===== config.mk =====
export PLATFORM = sky130hd
export DESIGN_NAME = uart_cmd_top
export DESIGN_NICKNAME = d
export VERILOG_FILES = /design/src/logic/uart_cmd_pkg.sv /design/src/logic/baud_tick_gen.sv /design/src/logic/uart_receiver.sv /design/src/logic/command_select.sv /design/src/logic/uart_transmitter.sv /design/src/logic/uart_cmd_top.sv
export SDC_FILE = /design/constraint.sdc
export NUM_CORES = 1
export LEC_CHECK = 0
export BUFFER_PORTS_ARGS = -buffer_cell sky130_fd_sc_hd__clkbuf_2
export CORE_MARGIN = 4
export CORE_UTILIZATION = 43
export DETAILED_ROUTE_END_ITERATION = 6
export HOLD_SLACK_MARGIN = 0.03
export PLACE_DENSITY_LB_ADDON = 0.1
export SYNTH_ARGS = -nofsm -noshare
export SYNTH_HDL_FRONTEND = slang
export SYNTH_SLANG_ARGS = --single-unit

===== constraint.sdc =====
create_clock -name clk -period 3 [get_ports clk]
set_input_delay 0.15 -clock clk [delete_from_list [all_inputs] [get_ports clk]]
set_output_delay 0.15 -clock clk [all_outputs]
set_load 0.01 [all_outputs]

===== src/logic/uart_cmd_pkg.sv =====
package uart_cmd_pkg;

    // system clock and serial line
    localparam int unsigned clk_hz     = 100_000_000;
    localparam int unsigned baud_rate  = 9600;
    localparam int unsigned oversample = 16;

    // 651 clocks per oversampling tick at 100 MHz
    localparam int unsigned baud_div   = clk_hz / (baud_rate * oversample);
    localparam int unsigned baud_cnt_w = $clog2(baud_div);

    localparam int unsigned tick_cnt_w     = $clog2(oversample);
    localparam int unsigned half_bit_ticks = oversample / 2;
    localparam int unsigned data_bits      = 8;
    localparam int unsigned bit_cnt_w      = $clog2(data_bits);

    // terminal counts at counter width
    localparam logic [baud_cnt_w-1:0] baud_last = baud_cnt_w'(baud_div - 1);
    localparam logic [tick_cnt_w-1:0] tick_last = tick_cnt_w'(oversample - 1);
    localparam logic [tick_cnt_w-1:0] half_last = tick_cnt_w'(half_bit_ticks - 1);
    localparam logic [bit_cnt_w-1:0]  bit_last  = bit_cnt_w'(data_bits - 1);

    // frame states shared by receiver and transmitter
    localparam logic [1:0] st_idle  = 2'd0;
    localparam logic [1:0] st_start = 2'd1;
    localparam logic [1:0] st_data  = 2'd2;
    localparam logic [1:0] st_stop  = 2'd3;

    // command letters
    localparam logic [data_bits-1:0] ascii_right = 8'h72;
    localparam logic [data_bits-1:0] ascii_left  = 8'h6c;
    localparam logic [data_bits-1:0] ascii_up    = 8'h75;
    localparam logic [data_bits-1:0] ascii_down  = 8'h64;
    localparam logic [data_bits-1:0] ascii_state = 8'h73;

    typedef struct packed {
        logic                 valid;
        logic [data_bits-1:0] data;
    } rx_byte_t;

    typedef struct packed {
        logic right;
        logic left;
        logic up;
        logic down;
    } btn_t;

endpackage


===== src/logic/baud_tick_gen.sv =====
`timescale 1ns/1ns

module baud_tick_gen (
    input  logic clk,
    input  logic rst,
    output logic o_tick
);

    logic [uart_cmd_pkg::baud_cnt_w-1:0] cnt;

    // one pulse every baud_div clocks
    always_ff @(posedge clk or posedge rst) begin
        if (rst) begin
            cnt    <= '0;
            o_tick <= 1'b0;
        end else begin
            if (cnt == uart_cmd_pkg::baud_last) begin
                cnt    <= '0;
                o_tick <= 1'b1;
            end else begin
                cnt    <= cnt + 1'b1;
                o_tick <= 1'b0;
            end
        end
    end

endmodule


===== src/logic/uart_receiver.sv =====
`timescale 1ns/1ns

module uart_receiver (
    input  logic                   clk,
    input  logic                   rst,
    input  logic                   i_tick,
    input  logic                   i_rxd,
    output uart_cmd_pkg::rx_byte_t o_rx
);

    logic [1:0]                          state;
    logic [1:0]                          state_next;
    logic [uart_cmd_pkg::tick_cnt_w-1:0] tick_cnt;
    logic [uart_cmd_pkg::tick_cnt_w-1:0] tick_cnt_next;
    logic [uart_cmd_pkg::bit_cnt_w-1:0]  bit_cnt;
    logic [uart_cmd_pkg::bit_cnt_w-1:0]  bit_cnt_next;
    logic                                valid;
    logic                                valid_next;
    logic                                shift_en;
    logic [uart_cmd_pkg::data_bits-1:0]  shreg;

    always_ff @(posedge clk or posedge rst) begin
        if (rst) begin
            state    <= uart_cmd_pkg::st_idle;
            tick_cnt <= '0;
            bit_cnt  <= '0;
            valid    <= 1'b0;
        end else begin
            state    <= state_next;
            tick_cnt <= tick_cnt_next;
            bit_cnt  <= bit_cnt_next;
            valid    <= valid_next;
        end
    end

    // lsb arrives first, so fill from the top
    always_ff @(posedge clk) begin
        if (shift_en) begin
            shreg <= {i_rxd, shreg[uart_cmd_pkg::data_bits-1:1]};
        end
    end

    always_comb begin
        state_next    = state;
        tick_cnt_next = tick_cnt;
        bit_cnt_next  = bit_cnt;
        valid_next    = 1'b0;
        shift_en      = 1'b0;

        case (state)
            uart_cmd_pkg::st_idle: begin
                tick_cnt_next = '0;
                bit_cnt_next  = '0;
                if (i_tick && !i_rxd) begin
                    state_next = uart_cmd_pkg::st_start;
                end
            end
            uart_cmd_pkg::st_start: begin
                // walk to the middle of the start bit
                if (i_tick) begin
                    if (tick_cnt == uart_cmd_pkg::half_last) begin
                        tick_cnt_next = '0;
                        state_next    = uart_cmd_pkg::st_data;
                    end else begin
                        tick_cnt_next = tick_cnt + 1'b1;
                    end
                end
            end
            uart_cmd_pkg::st_data: begin
                if (i_tick) begin
                    if (tick_cnt == uart_cmd_pkg::tick_last) begin
                        tick_cnt_next = '0;
                        shift_en      = 1'b1;
                        if (bit_cnt == uart_cmd_pkg::bit_last) begin
                            state_next = uart_cmd_pkg::st_stop;
                        end else begin
                            bit_cnt_next = bit_cnt + 1'b1;
                        end
                    end else begin
                        tick_cnt_next = tick_cnt + 1'b1;
                    end
                end
            end
            default: begin
                // stop bit level is not checked
                if (i_tick) begin
                    if (tick_cnt == uart_cmd_pkg::tick_last) begin
                        tick_cnt_next = '0;
                        valid_next    = 1'b1;
                        state_next    = uart_cmd_pkg::st_idle;
                    end else begin
                        tick_cnt_next = tick_cnt + 1'b1;
                    end
                end
            end
        endcase
    end

    assign o_rx.valid = valid;
    assign o_rx.data  = shreg;

endmodule


===== src/logic/command_select.sv =====
`timescale 1ns/1ns

module command_select (
    input  logic                   clk,
    input  logic                   rst,
    input  uart_cmd_pkg::rx_byte_t i_rx,
    input  uart_cmd_pkg::btn_t     i_btn,
    output uart_cmd_pkg::btn_t     o_btn,
    output logic                   o_state_req
);

    uart_cmd_pkg::btn_t cmd_btn;
    uart_cmd_pkg::btn_t req;
    uart_cmd_pkg::btn_t pick;
    logic               cmd_state;

    // command letters only count on the valid strobe
    always_comb begin
        cmd_btn   = '0;
        cmd_state = 1'b0;
        if (i_rx.valid) begin
            case (i_rx.data)
                uart_cmd_pkg::ascii_right: cmd_btn.right = 1'b1;
                uart_cmd_pkg::ascii_left:  cmd_btn.left  = 1'b1;
                uart_cmd_pkg::ascii_up:    cmd_btn.up    = 1'b1;
                uart_cmd_pkg::ascii_down:  cmd_btn.down  = 1'b1;
                uart_cmd_pkg::ascii_state: cmd_state     = 1'b1;
                default:                   cmd_btn       = '0;
            endcase
        end
    end

    assign req = cmd_btn | i_btn;

    // right wins, then left, up, down
    always_comb begin
        pick = '0;
        if (req.right) begin
            pick.right = 1'b1;
        end else if (req.left) begin
            pick.left = 1'b1;
        end else if (req.up) begin
            pick.up = 1'b1;
        end else if (req.down) begin
            pick.down = 1'b1;
        end
    end

    always_ff @(posedge clk or posedge rst) begin
        if (rst) begin
            o_btn       <= '0;
            o_state_req <= 1'b0;
        end else begin
            o_btn       <= pick;
            o_state_req <= cmd_state;
        end
    end

endmodule


===== src/logic/uart_transmitter.sv =====
`timescale 1ns/1ns

module uart_transmitter (
    input  logic                   clk,
    input  logic                   rst,
    input  logic                   i_tick,
    input  uart_cmd_pkg::rx_byte_t i_tx,
    output logic                   o_txd
);

    logic [1:0]                          state;
    logic [1:0]                          state_next;
    logic [uart_cmd_pkg::tick_cnt_w-1:0] tick_cnt;
    logic [uart_cmd_pkg::tick_cnt_w-1:0] tick_cnt_next;
    logic [uart_cmd_pkg::bit_cnt_w-1:0]  bit_cnt;
    logic [uart_cmd_pkg::bit_cnt_w-1:0]  bit_cnt_next;
    logic [uart_cmd_pkg::data_bits-1:0]  shreg;
    logic [uart_cmd_pkg::data_bits-1:0]  shreg_next;
    logic                                txd_next;

    always_ff @(posedge clk or posedge rst) begin
        if (rst) begin
            state    <= uart_cmd_pkg::st_idle;
            tick_cnt <= '0;
            bit_cnt  <= '0;
            o_txd    <= 1'b1;
        end else begin
            state    <= state_next;
            tick_cnt <= tick_cnt_next;
            bit_cnt  <= bit_cnt_next;
            o_txd    <= txd_next;
        end
    end

    always_ff @(posedge clk) begin
        shreg <= shreg_next;
    end

    always_comb begin
        state_next    = state;
        tick_cnt_next = tick_cnt;
        bit_cnt_next  = bit_cnt;
        shreg_next    = shreg;

        case (state)
            uart_cmd_pkg::st_idle: begin
                tick_cnt_next = '0;
                bit_cnt_next  = '0;
                // bytes arriving while busy are dropped
                if (i_tx.valid) begin
                    shreg_next = i_tx.data;
                    state_next = uart_cmd_pkg::st_start;
                end
            end
            uart_cmd_pkg::st_start: begin
                if (i_tick) begin
                    if (tick_cnt == uart_cmd_pkg::tick_last) begin
                        tick_cnt_next = '0;
                        state_next    = uart_cmd_pkg::st_data;
                    end else begin
                        tick_cnt_next = tick_cnt + 1'b1;
                    end
                end
            end
            uart_cmd_pkg::st_data: begin
                if (i_tick) begin
                    if (tick_cnt == uart_cmd_pkg::tick_last) begin
                        tick_cnt_next = '0;
                        if (bit_cnt == uart_cmd_pkg::bit_last) begin
                            state_next = uart_cmd_pkg::st_stop;
                        end else begin
                            bit_cnt_next = bit_cnt + 1'b1;
                            shreg_next   = {1'b0, shreg[uart_cmd_pkg::data_bits-1:1]};
                        end
                    end else begin
                        tick_cnt_next = tick_cnt + 1'b1;
                    end
                end
            end
            default: begin
                if (i_tick) begin
                    if (tick_cnt == uart_cmd_pkg::tick_last) begin
                        tick_cnt_next = '0;
                        state_next    = uart_cmd_pkg::st_idle;
                    end else begin
                        tick_cnt_next = tick_cnt + 1'b1;
                    end
                end
            end
        endcase

        // line level follows the state being entered
        case (state_next)
            uart_cmd_pkg::st_start: txd_next = 1'b0;
            uart_cmd_pkg::st_data:  txd_next = shreg_next[0];
            default:                txd_next = 1'b1;
        endcase
    end

endmodule


===== src/logic/uart_cmd_top.sv =====
`timescale 1ns/1ns

module uart_cmd_top (
    input  logic               clk,
    input  logic               rst,
    input  logic               i_uart_rx,
    input  uart_cmd_pkg::btn_t i_btn,
    output logic               o_uart_tx,
    output uart_cmd_pkg::btn_t o_btn,
    output logic               o_state_req
);

    logic                   tick;
    uart_cmd_pkg::rx_byte_t rx_byte;

    // 16x oversampling tick for both directions
    baud_tick_gen u_baud_tick (
        .clk   (clk),
        .rst   (rst),
        .o_tick(tick)
    );

    uart_receiver u_rx (
        .clk   (clk),
        .rst   (rst),
        .i_tick(tick),
        .i_rxd (i_uart_rx),
        .o_rx  (rx_byte)
    );

    command_select u_cmd_sel (
        .clk        (clk),
        .rst        (rst),
        .i_rx       (rx_byte),
        .i_btn      (i_btn),
        .o_btn      (o_btn),
        .o_state_req(o_state_req)
    );

    // echo every received byte
    uart_transmitter u_tx (
        .clk   (clk),
        .rst   (rst),
        .i_tick(tick),
        .i_tx  (rx_byte),
        .o_txd (o_uart_tx)
    );

endmodule


==> flow_summary.yaml <==
yosys:
  synth_cell_types: 50
  synthesis.instances: 216
  synth_compound_area_frac: 0.123
  synth.area.mux_share: 0.0223
  synthFlopType: "dfrtp_1"
  synthAdderAreaFrac: 0.0609
  yosys.area_share.simple: 0.166
  synth_nets: 235
  synth_seq_area_share: 0.556
  synth-async-reset-ratio: 0.692
  syn_area_um2: 2470
  yosysWarnings: 0
  synth_top_family_by_area: "simple AND/OR/NAND/NOR gates"
  synthXorXnorAreaFrac: 0.0390
  synth_seq_cells: 52
  synth-edff-count: 15
  avgSynthCellArea_um2: 11.4
sta:
  setup-tns-final_ps: 0
  clock_skew_ps: 9.10
  hold_viol: 0
  max_slew.worst_pin.slew_ps: 630
  max_freq_mhz: 500
  max_slew_margin: 0.578
  period_needed_ps: 2000
  rsz0062_at_grt: "no"
  drv_slew: 0
  period_share: 0.667
  finalSetupViolCount: 0
clock_network:
  clockRootBuffer: "clkbuf_8"
  cts.repair.resized: 0
  clock-sinks: 52
  clk_latency_ps: 300
  cts_buffers: 5
  cts.path.max_buffers: 2
  cts_tree: "built"
  htreeDepth: 2
  path_clk_slew_ps: 100
global_route:
  overflow: 0
  grt_max_degree: 37
  grt_pass1_vias: 1662
  antenna_found_initial: 0
  grt_pass1_wl_um: 7600
  grt_usage: 0.131
run:
  cap_violations: 0
final_layout:
  final_core_util: 0.490
  diodes: 0
  multiInputGateArea_um2: 1010
  fin_nets: 252
  fillers: 512
  drive_above_1_share: 0.120
  syn2layout_area_growth_pct: 9.94
  final_common_cell: "dfrtp_1"
  regArea_um2: 1370
  final_cell_mix: "35 x dfrtp_1, 25 x nor2_1, 16 x nand2_1"
routing:
  routed_wl_um: 4270
  ant_nets: 0
  vias: 1657
  via_per_inst: 5.42
  routedWlPerCell_um: 13.9
  drc: 0
  first_pass_iters: 4
  drtIter0Drc: 79
power_and_ir_drop:
  power.share.clock: 0.349
  p_per_area_nw_per_um2: 427
  net-switching-power_uw: 255
  leakagePower_uw: 0.00120
  p_int_uw: 903
  p_seq_frac: 0.628
  p_sw_frac: 0.221
  ir_drop_uv: 211
  power.share.combinational: 0.022
hold_path:
  worstHoldStart: "i_btn[3]"
  holdPathEnd: "u_cmd_sel.o_btn[3]"
  whs_path_depth: 3
  hp-class: "input pin to register"
critical_path:
  rr_startpoint: "u_baud_tick.o_tick"
  r2r_cells: 4
  crit_path_end_kind: "register"
  critPathKind: "register to register"
  rrSetupSlack_ps: 1000
  arrival_ps: 1950
  cp_max_fo: 13
  rr_endpoint: "u_tx.shreg[4]"
  required_ps: 2950
  worst_setup_path_start_kind: "register"
place:
  post-dp-hpwl_um: 3060
  numPortBuffers: 12
  place_congestion: 0.808
floorplanning:
  dieArea_um2: 7010
  core_area_um2: 5540
  num_rows: 27
  die_w_um: 83.8
  ioPinCount: 13
  initial_utilization: 0.445
  fp.dieH_um: 83.8
outcome:
  status: "complete, no violations"
-- flip-flops by register name, summed over array words and instances (netlist names) --
name                   cells
u_rx.bit_cnt               3
u_tx.o_txd                 1
u_cmd_sel.o_btn            4
u_tx.bit_cnt               3
u_tx.shreg                 8
u_rx.state                 2
u_baud_tick.o_tick         1
u_rx.shreg                 8
u_tx.state                 2
u_cmd_sel.o_state_req      1
u_tx.tick_cnt              4
u_rx.tick_cnt              4
u_rx.valid                 1
u_baud_tick.cnt           10
-- Yosys cell counts, types with 2 or more instances --
master / instances / area [um^2]
xor2_1: 6 / 52.6
a21oi_1: 4 / 20.0
and2_1: 4 / 25.0
and4_1: 3 / 26.3
nand2_1: 16 / 60.1
mux2i_1: 4 / 40.0
a41oi_1: 2 / 17.5
inv_1: 12 / 45.0
clkbuf_1: 2 / 7.51
o311ai_0: 2 / 17.5
nand2b_1: 2 / 12.5
nor3b_1: 2 / 15.0
a311oi_1: 3 / 26.3
edfxtp_1: 15 / 450
o21ai_0: 7 / 35.0
dfrtp_1: 35 / 876
nor3_1: 4 / 20.0
nand3_1: 4 / 20.0
o31ai_1: 2 / 15.0
nor2b_1: 4 / 25.0
xnor2_1: 5 / 43.8
nand4_1: 2 / 12.5
and3_1: 3 / 18.8
nor2_1: 25 / 93.8
a22o_1: 10 / 87.6
ha_1: 12 / 150
a31oi_1: 3 / 18.8
-- through the flow --
stage	total power (uW)	cells	instance area, um^2	setup WS (ps)	hold WS (ps)
6_report	1160	306	2710	998	79.4
5_1_grt	1210	306	2710	815	84.2
4_1_cts	1180	306	2710	1010	71.4
3_5_place_dp	766	295	2590	1010	278
3_3_place_gp	765	295	2590	1080	261
2_1_floorplan	755	216	2470	1280	223
-- how the worst max path moves through the flow --
stage                               end  slack (ps)  depth (start not counted)                from
after floorplan           u_tx.shreg[1]        1280                          5     u_tx.bit_cnt[0]
after global placement    u_tx.shreg[4]        1080                          4  u_baud_tick.o_tick
after detailed placement  u_tx.shreg[4]        1010                          4  u_baud_tick.o_tick
after CTS                 u_tx.shreg[4]        1010                          4  u_baud_tick.o_tick
after global routing      u_tx.shreg[1]         820                          4  u_baud_tick.o_tick
final                     u_tx.shreg[4]        1000                          4  u_baud_tick.o_tick
-- per-layer routing --
metal  vias up  global-route usage  share of wire
met5         -                   0              0
met2        22               0.225           0.50
met4         0              0.0395          0.012
met1       813               0.162           0.46
met3         5              0.0326          0.030
li1        817                   -              -
-- kinds of logic after synthesis --
logic type,after synthesis
XOR/XNOR,11
AO/OA/AOI/OAI,41
flip-flops,52
multiplexers,5
adder cells (fa/ha/maj),12
AND/OR/NAND/NOR,77
buffers and inverters,18
-- area by class of cell --
cell class,count,share of cell area
Clock inverter,3,0.00876
Multi-Input combinational cell,146,0.374
Timing Repair Buffer,16,0.0360
Clock buffer,5,0.0254
Inverter,12,0.0166
Sequential cell,52,0.506
Tap cell,72,0.0332
-- critical path, cell delays in order (launching register included) --
cell,delay (ps)
dfrtp_1,650
nand4_2,260
nor2_1,180
a21oi_1,90
nor2_1,480
-- what timing repair did --
action / CTS / global route
hold buffers: 3 / 0
hold endpoints to repair: 37 / 0
setup buffers: 0 / 0
-- power by group through the flow --
stage	combinational (uW)	sequential, uW	clock (uW)
after floorplan	11.1	744	0
after global placement	23.0	742	0
after detailed placement	23.6	743	0
after CTS	26.9	728	423
after global routing	30.0	728	452
final	25.8	728	405
(Power assumes the default switching activity.)
